### src/verilog/buffer_pkg.sv
package buffer_pkg;

	//////////////////////////////
	// Sizes
	//////////////////////////////

	// One stream word
	localparam int data_width = 16;

	// RAM slot index
	localparam int addr_width = 4;

	// Entries in the circular FIFO, also the upstream credit at reset
	localparam int fifo_depth = 1 << addr_width;

	// Downstream allowance after reset
	localparam int out_credits = 4;

	//////////////////////////////
	// Vector types
	//////////////////////////////

	typedef logic [data_width-1:0] word_t;
	typedef logic [addr_width-1:0] addr_t;

	// Slot index plus wrap bit on top
	typedef logic [addr_width:0] ptr_t;

	// Wide enough for out_credits
	typedef logic [2:0] credit_t;

endpackage
### src/verilog/fifo_read_if.sv
`timescale 1ns/1ps

// Read side of the FIFO, controller to credit sender
interface fifo_read_if;

	// Request for the oldest entry
	logic pop;

	// No entry visible to the sender
	logic empty;

	// Word from an accepted pop, one cycle later
	logic rd_valid;
	buffer_pkg::word_t rd_data;

	// FIFO side
	modport ctrl (
		input  pop,
		output empty,
		output rd_valid,
		output rd_data
	);

	// Sender side
	modport sender (
		output pop,
		input  empty,
		input  rd_valid,
		input  rd_data
	);

endinterface

### src/verilog/credit_buffer_top.sv
`timescale 1ns/1ps

module credit_buffer_top (
	input  logic              clock,
	input  logic              reset,

	// Upstream
	input  logic              in_valid,
	input  buffer_pkg::word_t in_data,
	output logic              in_credit,

	// Downstream
	output logic              out_valid,
	output buffer_pkg::word_t out_data,
	input  logic              out_credit
);

	//////////////////////////////
	// Internal read path
	//////////////////////////////

	// Pop, empty and read data between FIFO and sender
	fifo_read_if rd_bus ();

	//////////////////////////////
	// Circular FIFO
	//////////////////////////////

	// Write stage, pointers, RAM, upstream credit return
	fifo_ctrl ctrl (
		.clock     (clock),
		.reset     (reset),
		.in_valid  (in_valid),
		.in_data   (in_data),
		.in_credit (in_credit),
		.rd        (rd_bus.ctrl)
	);

	//////////////////////////////
	// Downstream sender
	//////////////////////////////

	// Credit count, pops, output register
	credit_sender sender (
		.clock      (clock),
		.reset      (reset),
		.out_credit (out_credit),
		.out_valid  (out_valid),
		.out_data   (out_data),
		.rd         (rd_bus.sender)
	);

endmodule

### src/verilog/credit_sender.sv
`timescale 1ns/1ps

module credit_sender (
	input  logic              clock,
	input  logic              reset,
	input  logic              out_credit,
	output logic              out_valid,
	output buffer_pkg::word_t out_data,
	fifo_read_if.sender       rd
);

	// Downstream credit held
	buffer_pkg::credit_t credit_q;
	buffer_pkg::credit_t credit_next;

	// Pops issued but not yet charged
	buffer_pkg::credit_t in_flight;

	// Registered pop request
	logic pop_q;
	logic pop_next;

	//////////////////////////////
	// Credit count
	//////////////////////////////

	// Pop on the bus this cycle is charged at this edge
	assign in_flight = buffer_pkg::credit_t'(pop_q);

	// Spend and return may meet in one cycle
	// a returned credit is usable next cycle
	assign credit_next = credit_q
		- in_flight
		+ buffer_pkg::credit_t'(out_credit);

	always_ff @(posedge clock or posedge reset) begin
		if (reset) begin
			credit_q <= buffer_pkg::credit_t'(buffer_pkg::out_credits);
		end else begin
			credit_q <= credit_next;
		end
	end

	//////////////////////////////
	// Pop request
	//////////////////////////////

	// empty only lags a pop by the edge it is taken at
	// so a pop on the bus may be taking the last visible entry
	// and no second pop goes out behind it
	assign pop_next = !rd.empty
		&& (credit_q > in_flight)
		&& !pop_q;

	always_ff @(posedge clock or posedge reset) begin
		if (reset) begin
			pop_q <= 1'b0;
		end else begin
			pop_q <= pop_next;
		end
	end

	assign rd.pop = pop_q;

	//////////////////////////////
	// Output register
	//////////////////////////////

	// Strobe, one cycle per word, two after the pop
	always_ff @(posedge clock or posedge reset) begin
		if (reset) begin
			out_valid <= 1'b0;
		end else begin
			out_valid <= rd.rd_valid;
		end
	end

	// Word held until the next read
	always_ff @(posedge clock) begin
		if (rd.rd_valid) begin
			out_data <= rd.rd_data;
		end
	end

endmodule

### src/verilog/fifo_ctrl.sv
`timescale 1ns/1ps

module fifo_ctrl (
	input  logic              clock,
	input  logic              reset,
	input  logic              in_valid,
	input  buffer_pkg::word_t in_data,
	output logic              in_credit,
	fifo_read_if.ctrl         rd
);

	// Write stage
	logic              wr_valid_q;
	buffer_pkg::word_t wr_data_q;
	logic              wr_en;

	// Circular pointers, wrap bit on top
	buffer_pkg::ptr_t  rear_ptr;
	buffer_pkg::ptr_t  front_ptr;
	buffer_pkg::addr_t rear_addr;
	buffer_pkg::addr_t front_addr;
	logic              rear_wrap;
	logic              front_wrap;

	// Flags
	logic              empty;
	logic              full;

	// Read issue
	logic              pop_fire;
	logic              read_q;

	//////////////////////////////
	// Pointer fields
	//////////////////////////////

	assign rear_addr  = rear_ptr[buffer_pkg::addr_width-1:0];
	assign front_addr = front_ptr[buffer_pkg::addr_width-1:0];
	assign rear_wrap  = rear_ptr[buffer_pkg::addr_width];
	assign front_wrap = front_ptr[buffer_pkg::addr_width];

	//////////////////////////////
	// Flags
	//////////////////////////////

	// Word in the write stage already counts as present
	// so empty falls the cycle after in_valid
	assign empty = (rear_ptr == front_ptr) && !wr_valid_q;

	// Same slot, other lap, all sixteen slots hold data
	assign full = (rear_addr == front_addr) && (rear_wrap != front_wrap);

	//////////////////////////////
	// Write stage
	//////////////////////////////

	// Control half, cleared on reset
	always_ff @(posedge clock or posedge reset) begin
		if (reset) begin
			wr_valid_q <= 1'b0;
		end else begin
			wr_valid_q <= in_valid;
		end
	end

	// Payload half, follows in_valid only
	always_ff @(posedge clock) begin
		if (in_valid) begin
			wr_data_q <= in_data;
		end
	end

	// Overflow guard, upstream credit keeps this from ever blocking
	assign wr_en = wr_valid_q && !full;

	// Rear moves with each committed write
	always_ff @(posedge clock or posedge reset) begin
		if (reset) begin
			rear_ptr <= '0;
		end else if (wr_en) begin
			rear_ptr <= rear_ptr + buffer_pkg::ptr_t'(1);
		end
	end

	//////////////////////////////
	// Read issue
	//////////////////////////////

	// Sender raises pop only with empty low, every such pop taken
	// Its registered pop lands after the write stage has committed
	assign pop_fire = rd.pop && !empty;

	// Front moves with each accepted pop
	always_ff @(posedge clock or posedge reset) begin
		if (reset) begin
			front_ptr <= '0;
		end else if (pop_fire) begin
			front_ptr <= front_ptr + buffer_pkg::ptr_t'(1);
		end
	end

	// One cycle after the pop: data valid, slot freed upstream
	always_ff @(posedge clock or posedge reset) begin
		if (reset) begin
			read_q <= 1'b0;
		end else begin
			read_q <= pop_fire;
		end
	end

	//////////////////////////////
	// Storage
	//////////////////////////////

	dual_port_ram ram (
		.clock   (clock),
		.wr_en   (wr_en),
		.wr_addr (rear_addr),
		.wr_data (wr_data_q),
		.rd_en   (pop_fire),
		.rd_addr (front_addr),
		.rd_data (rd.rd_data)
	);

	//////////////////////////////
	// Outputs
	//////////////////////////////

	assign rd.empty    = empty;
	assign rd.rd_valid = read_q;

	// Credit pulse per freed entry, same cycle as rd_valid
	assign in_credit   = read_q;

endmodule

### src/verilog/dual_port_ram.sv
`timescale 1ns/1ps

module dual_port_ram (
	input  logic              clock,
	input  logic              wr_en,
	input  buffer_pkg::addr_t wr_addr,
	input  buffer_pkg::word_t wr_data,
	input  logic              rd_en,
	input  buffer_pkg::addr_t rd_addr,
	output buffer_pkg::word_t rd_data
);

	//////////////////////////////
	// Storage
	//////////////////////////////

	// One slot per FIFO entry
	buffer_pkg::word_t mem [buffer_pkg::fifo_depth];

	//////////////////////////////
	// Write port
	//////////////////////////////

	// Word lands at the edge where wr_en is high
	always_ff @(posedge clock) begin
		if (wr_en) begin
			mem[wr_addr] <= wr_data;
		end
	end

	//////////////////////////////
	// Read port
	//////////////////////////////

	// Registered read, output holds between reads
	// Same-slot read and write at one edge returns the old word
	always_ff @(posedge clock) begin
		if (rd_en) begin
			rd_data <= mem[rd_addr];
		end
	end

endmodule

### config.mk
export PLATFORM = sky130hd
export DESIGN_NAME = credit_buffer_top
export DESIGN_NICKNAME = d
export VERILOG_FILES = /design/src/verilog/buffer_pkg.sv /design/src/verilog/fifo_read_if.sv /design/src/verilog/credit_buffer_top.sv /design/src/verilog/credit_sender.sv /design/src/verilog/fifo_ctrl.sv /design/src/verilog/dual_port_ram.sv
export SDC_FILE = /design/constraint.sdc
export NUM_CORES = 1
export LEC_CHECK = 0
export ABC_AREA = 1
export CAP_MARGIN = 25
export CORE_MARGIN = 3
export CORE_UTILIZATION = 45
export DETAILED_ROUTE_END_ITERATION = 8
export DONT_BUFFER_PORTS = 1
export GPL_ROUTABILITY_DRIVEN = 0
export GPL_TIMING_DRIVEN = 0
export SYNTH_ARGS = -nofsm -noshare
export SYNTH_HDL_FRONTEND = slang
export SYNTH_SLANG_ARGS = --single-unit
### constraint.sdc
create_clock -name clock -period 2.72 [get_ports clock]
set_clock_uncertainty 0.05 [all_clocks]
set_input_delay 0.136 -clock clock [delete_from_list [all_inputs] [get_ports clock]]
set_output_delay 0.136 -clock clock [all_outputs]
set_load 0.1 [all_outputs]
==> impl_metrics.json, run 1 <==
{
  "dieArea_mm2": 0.0304,
  "final.min_clock_period_ps": 2530,
  "initial_core_util": 0.465,
  "p_leak_nw": 5.45,
  "power_density_mw_per_mm2": 1140,
  "synth_warnings": 0,
  "hp-class": "input pin to asynchronous set/reset pin",
  "ios": 38,
  "synth.top_cells.by_area": "edfxtp_1 (72%), nand2_1 (8.8%), nor2_1 (4.9%), o21ai_0 (4.0%), dfrtp_1 (3.1%)",
  "r2r-start": "ctrl.front_ptr[0]$_DFFE_PP0P_",
  "grt_pass1_wl_mm": 46.1,
  "reg2reg_to": "ctrl.ram.mem[7][15]$_DFFE_PP_",
  "synth_area_leader_cell": "edfxtp_1",
  "final_area_mm2": 0.0148,
  "fin_nets": 1166,
  "wl_per_cell_um": 19.8,
  "post_cts_buffers": 0,
  "route.vias.total": 7983,
  "status": "completed",
  "crit_path_end": "ctrl.ram.mem[7][15]$_DFFE_PP_",
  "grt_max_degree": 18,
  "drcViolationCount": 0,
  "max_stage_delay_ps": 530,
  "drv_cap": 0,
  "die_h_um": 174,
  "critical_path_class": "flop to flop",
  "start_kind": "flop",
  "cts_root_buffer": "clkbuf_16",
  "synth_top_area_share": 0.717,
  "finalMaxSlewViolations": 0,
  "rows": 60,
  "synth_edf_count": 304,
  "fin_setup_tns_ps": 0,
  "worst_ep_required_time_ps": 2880,
  "syn_area_mm2": 0.0127,
  "startpoint": "ctrl.front_ptr[0]$_DFFE_PP0P_",
  "grt_setup_unrepaired": "no",
  "yosysUniqueCellTypes": 24,
  "area_growth_pct": 16.3,
  "grtUsageTotal": 0.201,
  "finalWirelength_mm": 30.4,
  "clkTransAtPathRegs_ps": 60,
  "synth_most_common_cell": "edfxtp_1",
  "yosys_most_used_dff": "edfxtp_1",
  "cts_tree": "done",
  "h-tree-depth": 2,
  "antenna_found_initial": 0,
  "total_power_mw": 16.9,
  "portBuffers": 0,
  "syn_area_per_cell_um2": 12.0,
  "dp_hpwl_mm": 20.0,
  "drtPass1Iterations": 7,
  "cts.sinks": 321,
  "async_flop_share": 0.0530,
  "drive_gt1_frac": 0.0964,
  "setup_slack_ps": 194,
  "synth.yosys.seq_area_share": 0.750,
  "die-width_um": 174,
  "setup.worst_path.end_class": "flop",
  "crit_fanout": 10,
  "cts.path.max_buffers": 3,
  "insertion_delay_ps": 500,
  "core_region_area_mm2": 0.0274,
  "fillers": 2270,
  "ant_nets": 0,
  "tightest_slew_ps": 1030,
  "place_area_mm2": 0.0135,
  "initialDrtViolationCount": 731,
  "r2r_slack_ps": 190,
  "grt_pass1_vias": 7659,
  "setup-violations-final": 0,
  "numCtsBuffers": 34,
  "fmax_mhz": 396,
  "diodes": 0,
  "worst_ir_drop_vdd_uv": 652,
  "syn_inst": 1066,
  "dpl_worst_slack_ps": 72.8,
  "synth_common_cells": "edfxtp_1 (304), nand2_1 (298), nor2_1 (165), o21ai_0 (101), nand3_1 (62)",
  "grt_overflow": 0,
  "ys_ff_latch": 321,
  "syn_nets": 1095,
  "r2r_cells": 10,
  "path_cells": "inv_2 > buf_6 > nand2_1 > nand2_1 > nor2_2 > nand3_2 > nand2_2 > buf_2 > nor2_2 > buf_8",
  "crit_path_top_delay_cell": "dfrtp_1",
  "cp.arrival_ps": 2680,
  "hold_viol": 0,
  "period_share": 0.929,
  "slew_headroom": 0.314,
  "vias_per_cell": 5.20
}
## power by group
part / switching, mW / leakage, nW / internal [mW]
registers: 1.27 / 2.99 / 6.37
clock network: 1.81 / 0.551 / 2.84
logic: 3.25 / 1.91 / 1.33
total: 6.34 / 5.45 / 10.5
## layout by cell type (no fill, tap or decap), drive strengths merged
cell         instances
nand2              299
dfrtp               16
clkbuf              62
o21ai              112
xnor2                1
fa                   1
xor2                 5
nand3               64
dfstp                1
ha                   8
nor2               166
bufinv               5
inv                 37
dlygate4sd3         19
a21oi                1
edfxtp             304
buf                 47
clkinv              12
clkinvlp             2
## final cells by class
class	instances	area, µm²	area share
Buffer	51	226	0.0153
Inverter	37	139	0.00937
Clock inverter	19	225	0.0152
Tap cell	372	465	0.0314
Multi-Input combinational cell	657	2870	0.194
Timing Repair Buffer	35	439	0.0296
Sequential cell	321	9560	0.645
Clock buffer	42	902	0.0609
## worst min path at each step
stage,from,endpoint,slack (ps)
after global routing,in_data[13],ctrl.wr_data_q[13]$_DFFE_PP_,200
after floorplan,reset,ctrl.front_ptr[0]$_DFFE_PP0P_,10
final,reset,sender.out_valid$_DFF_PP0_,180
after detailed placement,in_valid,ctrl.wr_valid_q$_DFF_PP0_,120
after global placement,in_valid,ctrl.wr_valid_q$_DFF_PP0_,120
after CTS,reset,ctrl.rear_ptr[3]$_DFFE_PP0P_,180
## worst max-delay path, delay by kind of cell, from the launching register on
family / cells / cell delay (ps)
AND/OR/NAND/NOR: 6 / 860
buffers and inverters: 4 / 800
flip-flops: 1 / 530
## metal layers
layer,GRT usage,part of all wire,vias up
li1,-,-,3791
met1,0.289,0.44,3870
met2,0.326,0.47,281
met3,0.0284,0.062,41
met4,0.0496,0.020,0
met5,0,0,-
## timing repair
action | in CTS | in global routing
hold endpoints to repair | 51 | 0
hold buffers | 19 | 0
resized for setup | 0 | 2
setup endpoints to repair | 0 | 24
## state kept, by name (all words and copies together) (netlist names)
name,cells
sender.credit_q,3
ctrl.rear_ptr,5
ctrl.wr_valid_q,1
ctrl.wr_data_q,16
sender.out_valid,1
sender.rd.pop,1
ctrl.ram.rd_data,16
ctrl.front_ptr,5
ctrl.in_credit,1
ctrl.ram.mem,256
sender.out_data,16
## cells by family after synthesis
| kind of cell | synth area share |
|---|---|
| fa+ha+maj | 0.00943 |
| simple gates | 0.163 |
| buf+inv | 0.0287 |
| xor+xnor | 0.00412 |
| compound gates | 0.0444 |
| flops | 0.750 |
## stage by stage
stage          hold WS, ps  std cells   util
2_1_floorplan         11.3       1066      -
3_3_place_gp           122       1438  0.482
3_5_place_dp           122       1454  0.492
4_1_cts                184       1534  0.541
5_1_grt                202       1534  0.541
6_report               175       1534  0.541
Note: power is estimated with default switching activity, not from simulation.
==> run 2: changes to the inputs <==
- CELL_PAD_IN_SITES_DETAIL_PLACEMENT: unset -> 1
- CELL_PAD_IN_SITES_GLOBAL_PLACEMENT: unset -> 1
- PLACE_DENSITY_LB_ADDON: unset -> 0.1
==> run 2 against run 1 <==
Effect of this change:
- sequential power barely moved
- combinational power is 4% higher
- clock power hardly changed
- non-clock buffer count increased by 1
- setup slack gained 7.8 ps
- total power rose by 0.94%
- sequential share of layout area barely moved
- global-route usage increased by 2.5 points
- cell count about the same
- sequential cell count is the same
- final area hardly changed
- critical endpoint is now ctrl.ram.mem[1][4]$_DFFE_PP_
==> impl_metrics.json, run 2 (same netlist as run 1, synthesis figures left out) <==
{
  "fin_setup_tns_ps": 0,
  "portBuffers": 0,
  "crit_path_end": "ctrl.ram.mem[1][4]$_DFFE_PP_",
  "grtUsageTotal": 0.226,
  "place_area_mm2": 0.0135,
  "area_growth_pct": 16.3,
  "cp.arrival_ps": 2680,
  "slew_headroom": 0.388,
  "grt_setup_unrepaired": "no",
  "finalMaxSlewViolations": 0,
  "layout_common_cells": "edfxtp_1 (304), nand2_1 (298), nor2_1 (149), o21ai_0 (101), nand3_1 (62)",
  "hold_ws_ps": 137,
  "drv_cap": 0,
  "insertion_delay_ps": 510,
  "start_kind": "flop",
  "worst_ep_required_time_ps": 2880,
  "hp-class": "input pin to asynchronous set/reset pin",
  "cts.path.max_buffers": 3,
  "finish.utilization": 0.541,
  "ant_nets": 0,
  "cts_tree": "done",
  "total_power_mw": 17.0,
  "vias_per_cell": 5.28,
  "die-width_um": 174,
  "final.min_clock_period_ps": 2520,
  "place_inst": 1454,
  "antenna_found_initial": 0,
  "die_h_um": 174,
  "clkTransAtPathRegs_ps": 60,
  "hold_viol": 0,
  "rows": 60,
  "grt_overflow": 0,
  "p_leak_nw": 5.44,
  "status": "completed",
  "fmax_mhz": 397,
  "layout_commonest_cell": "edfxtp_1",
  "final_area_mm2": 0.0148,
  "cts_root_buffer": "clkbuf_16",
  "period_share": 0.926,
  "worst_ir_drop_vdd_uv": 1040,
  "stdcell_count": 1535,
  "drcViolationCount": 0,
  "setup.worst_path.end_class": "flop",
  "dp_hpwl_mm": 22.5,
  "ios": 38,
  "numCtsBuffers": 35,
  "h-tree-depth": 2,
  "r2r_slack_ps": 200,
  "r2r_cells": 10,
  "r2r-start": "ctrl.front_ptr[0]$_DFFE_PP0P_",
  "drive_gt1_frac": 0.0946,
  "critical_path_class": "flop to flop",
  "route.vias.total": 8105,
  "cts.sinks": 321,
  "grt_pass1_vias": 8692,
  "startpoint": "ctrl.front_ptr[0]$_DFFE_PP0P_",
  "power_density_mw_per_mm2": 1150,
  "core_region_area_mm2": 0.0274,
  "crit_fanout": 10,
  "setup-violations-final": 0,
  "setup_slack_ps": 201,
  "initial_core_util": 0.465,
  "fin_nets": 1168,
  "grt_max_degree": 18,
  "grt_pass1_wl_mm": 51.6,
  "reg2reg_to": "ctrl.ram.mem[1][4]$_DFFE_PP_",
  "tightest_slew_ps": 920,
  "initialDrtViolationCount": 731,
  "wl_per_cell_um": 21.9,
  "drtPass1Iterations": 7,
  "dpl_worst_slack_ps": 7.97,
  "dieArea_mm2": 0.0304,
  "diodes": 0,
  "largest-register": "ctrl.ram.mem",
  "largest_reg_flops": 256,
  "finalWirelength_mm": 33.7
}
run 2: what timing repair did:
action	in CTS	in global routing
resized for setup	1	0
setup endpoints to repair	16	0
setup buffers	0	0
hold buffers	19	0
hold endpoints to repair	53	0
run 2: how the worst min path moves through the flow:
stage          slack (ps)  depth (start not counted)        start                       endpoint
2_1_floorplan          10                          1        reset  ctrl.front_ptr[0]$_DFFE_PP0P_
3_3_place_gp          120                          0     in_valid      ctrl.wr_valid_q$_DFF_PP0_
3_5_place_dp          120                          0     in_valid      ctrl.wr_valid_q$_DFF_PP0_
4_1_cts               140                          2        reset   ctrl.rear_ptr[3]$_DFFE_PP0P_
5_1_grt               190                          1  in_data[14]   ctrl.wr_data_q[14]$_DFFE_PP_
6_report              140                          2        reset   ctrl.rear_ptr[3]$_DFFE_PP0P_
run 2: cell type report:
cell class / count / area (µm²)
plain buffers: 51 / 226
clock buffers: 45 / 966
clock inverters: 16 / 149
fillers: 2805 / 12600
inverters: 37 / 139
multi-input cells: 657 / 2860
flip-flops and latches: 321 / 9560
well taps: 372 / 465
repair buffers: 36 / 447
run 2: power breakdown:
part / switching, mW / internal (mW)
Clock: 1.86 / 2.78
Combinational: 3.43 / 1.32
Sequential: 1.27 / 6.37
Total: 6.56 / 10.5
run 2: layer usage:
layer	routed length [µm]	vias to the layer above	track usage
met2	16700	180	0.384
met5	0	-	0
li1	-	3788	-
met1	14600	4082	0.301
met4	903	0	0.0744
met3	1490	55	0.0301
run 2: worst max-delay path, stage by stage (launching register included):
cell and delay [ps]:
dfrtp_1 540, inv_2 160, buf_6 170, nand2_1 70
nand2_1 90, nor2_2 50, nand3_2 150, nand2_2 80
buf_4 200, nor2_2 420, buf_8 230
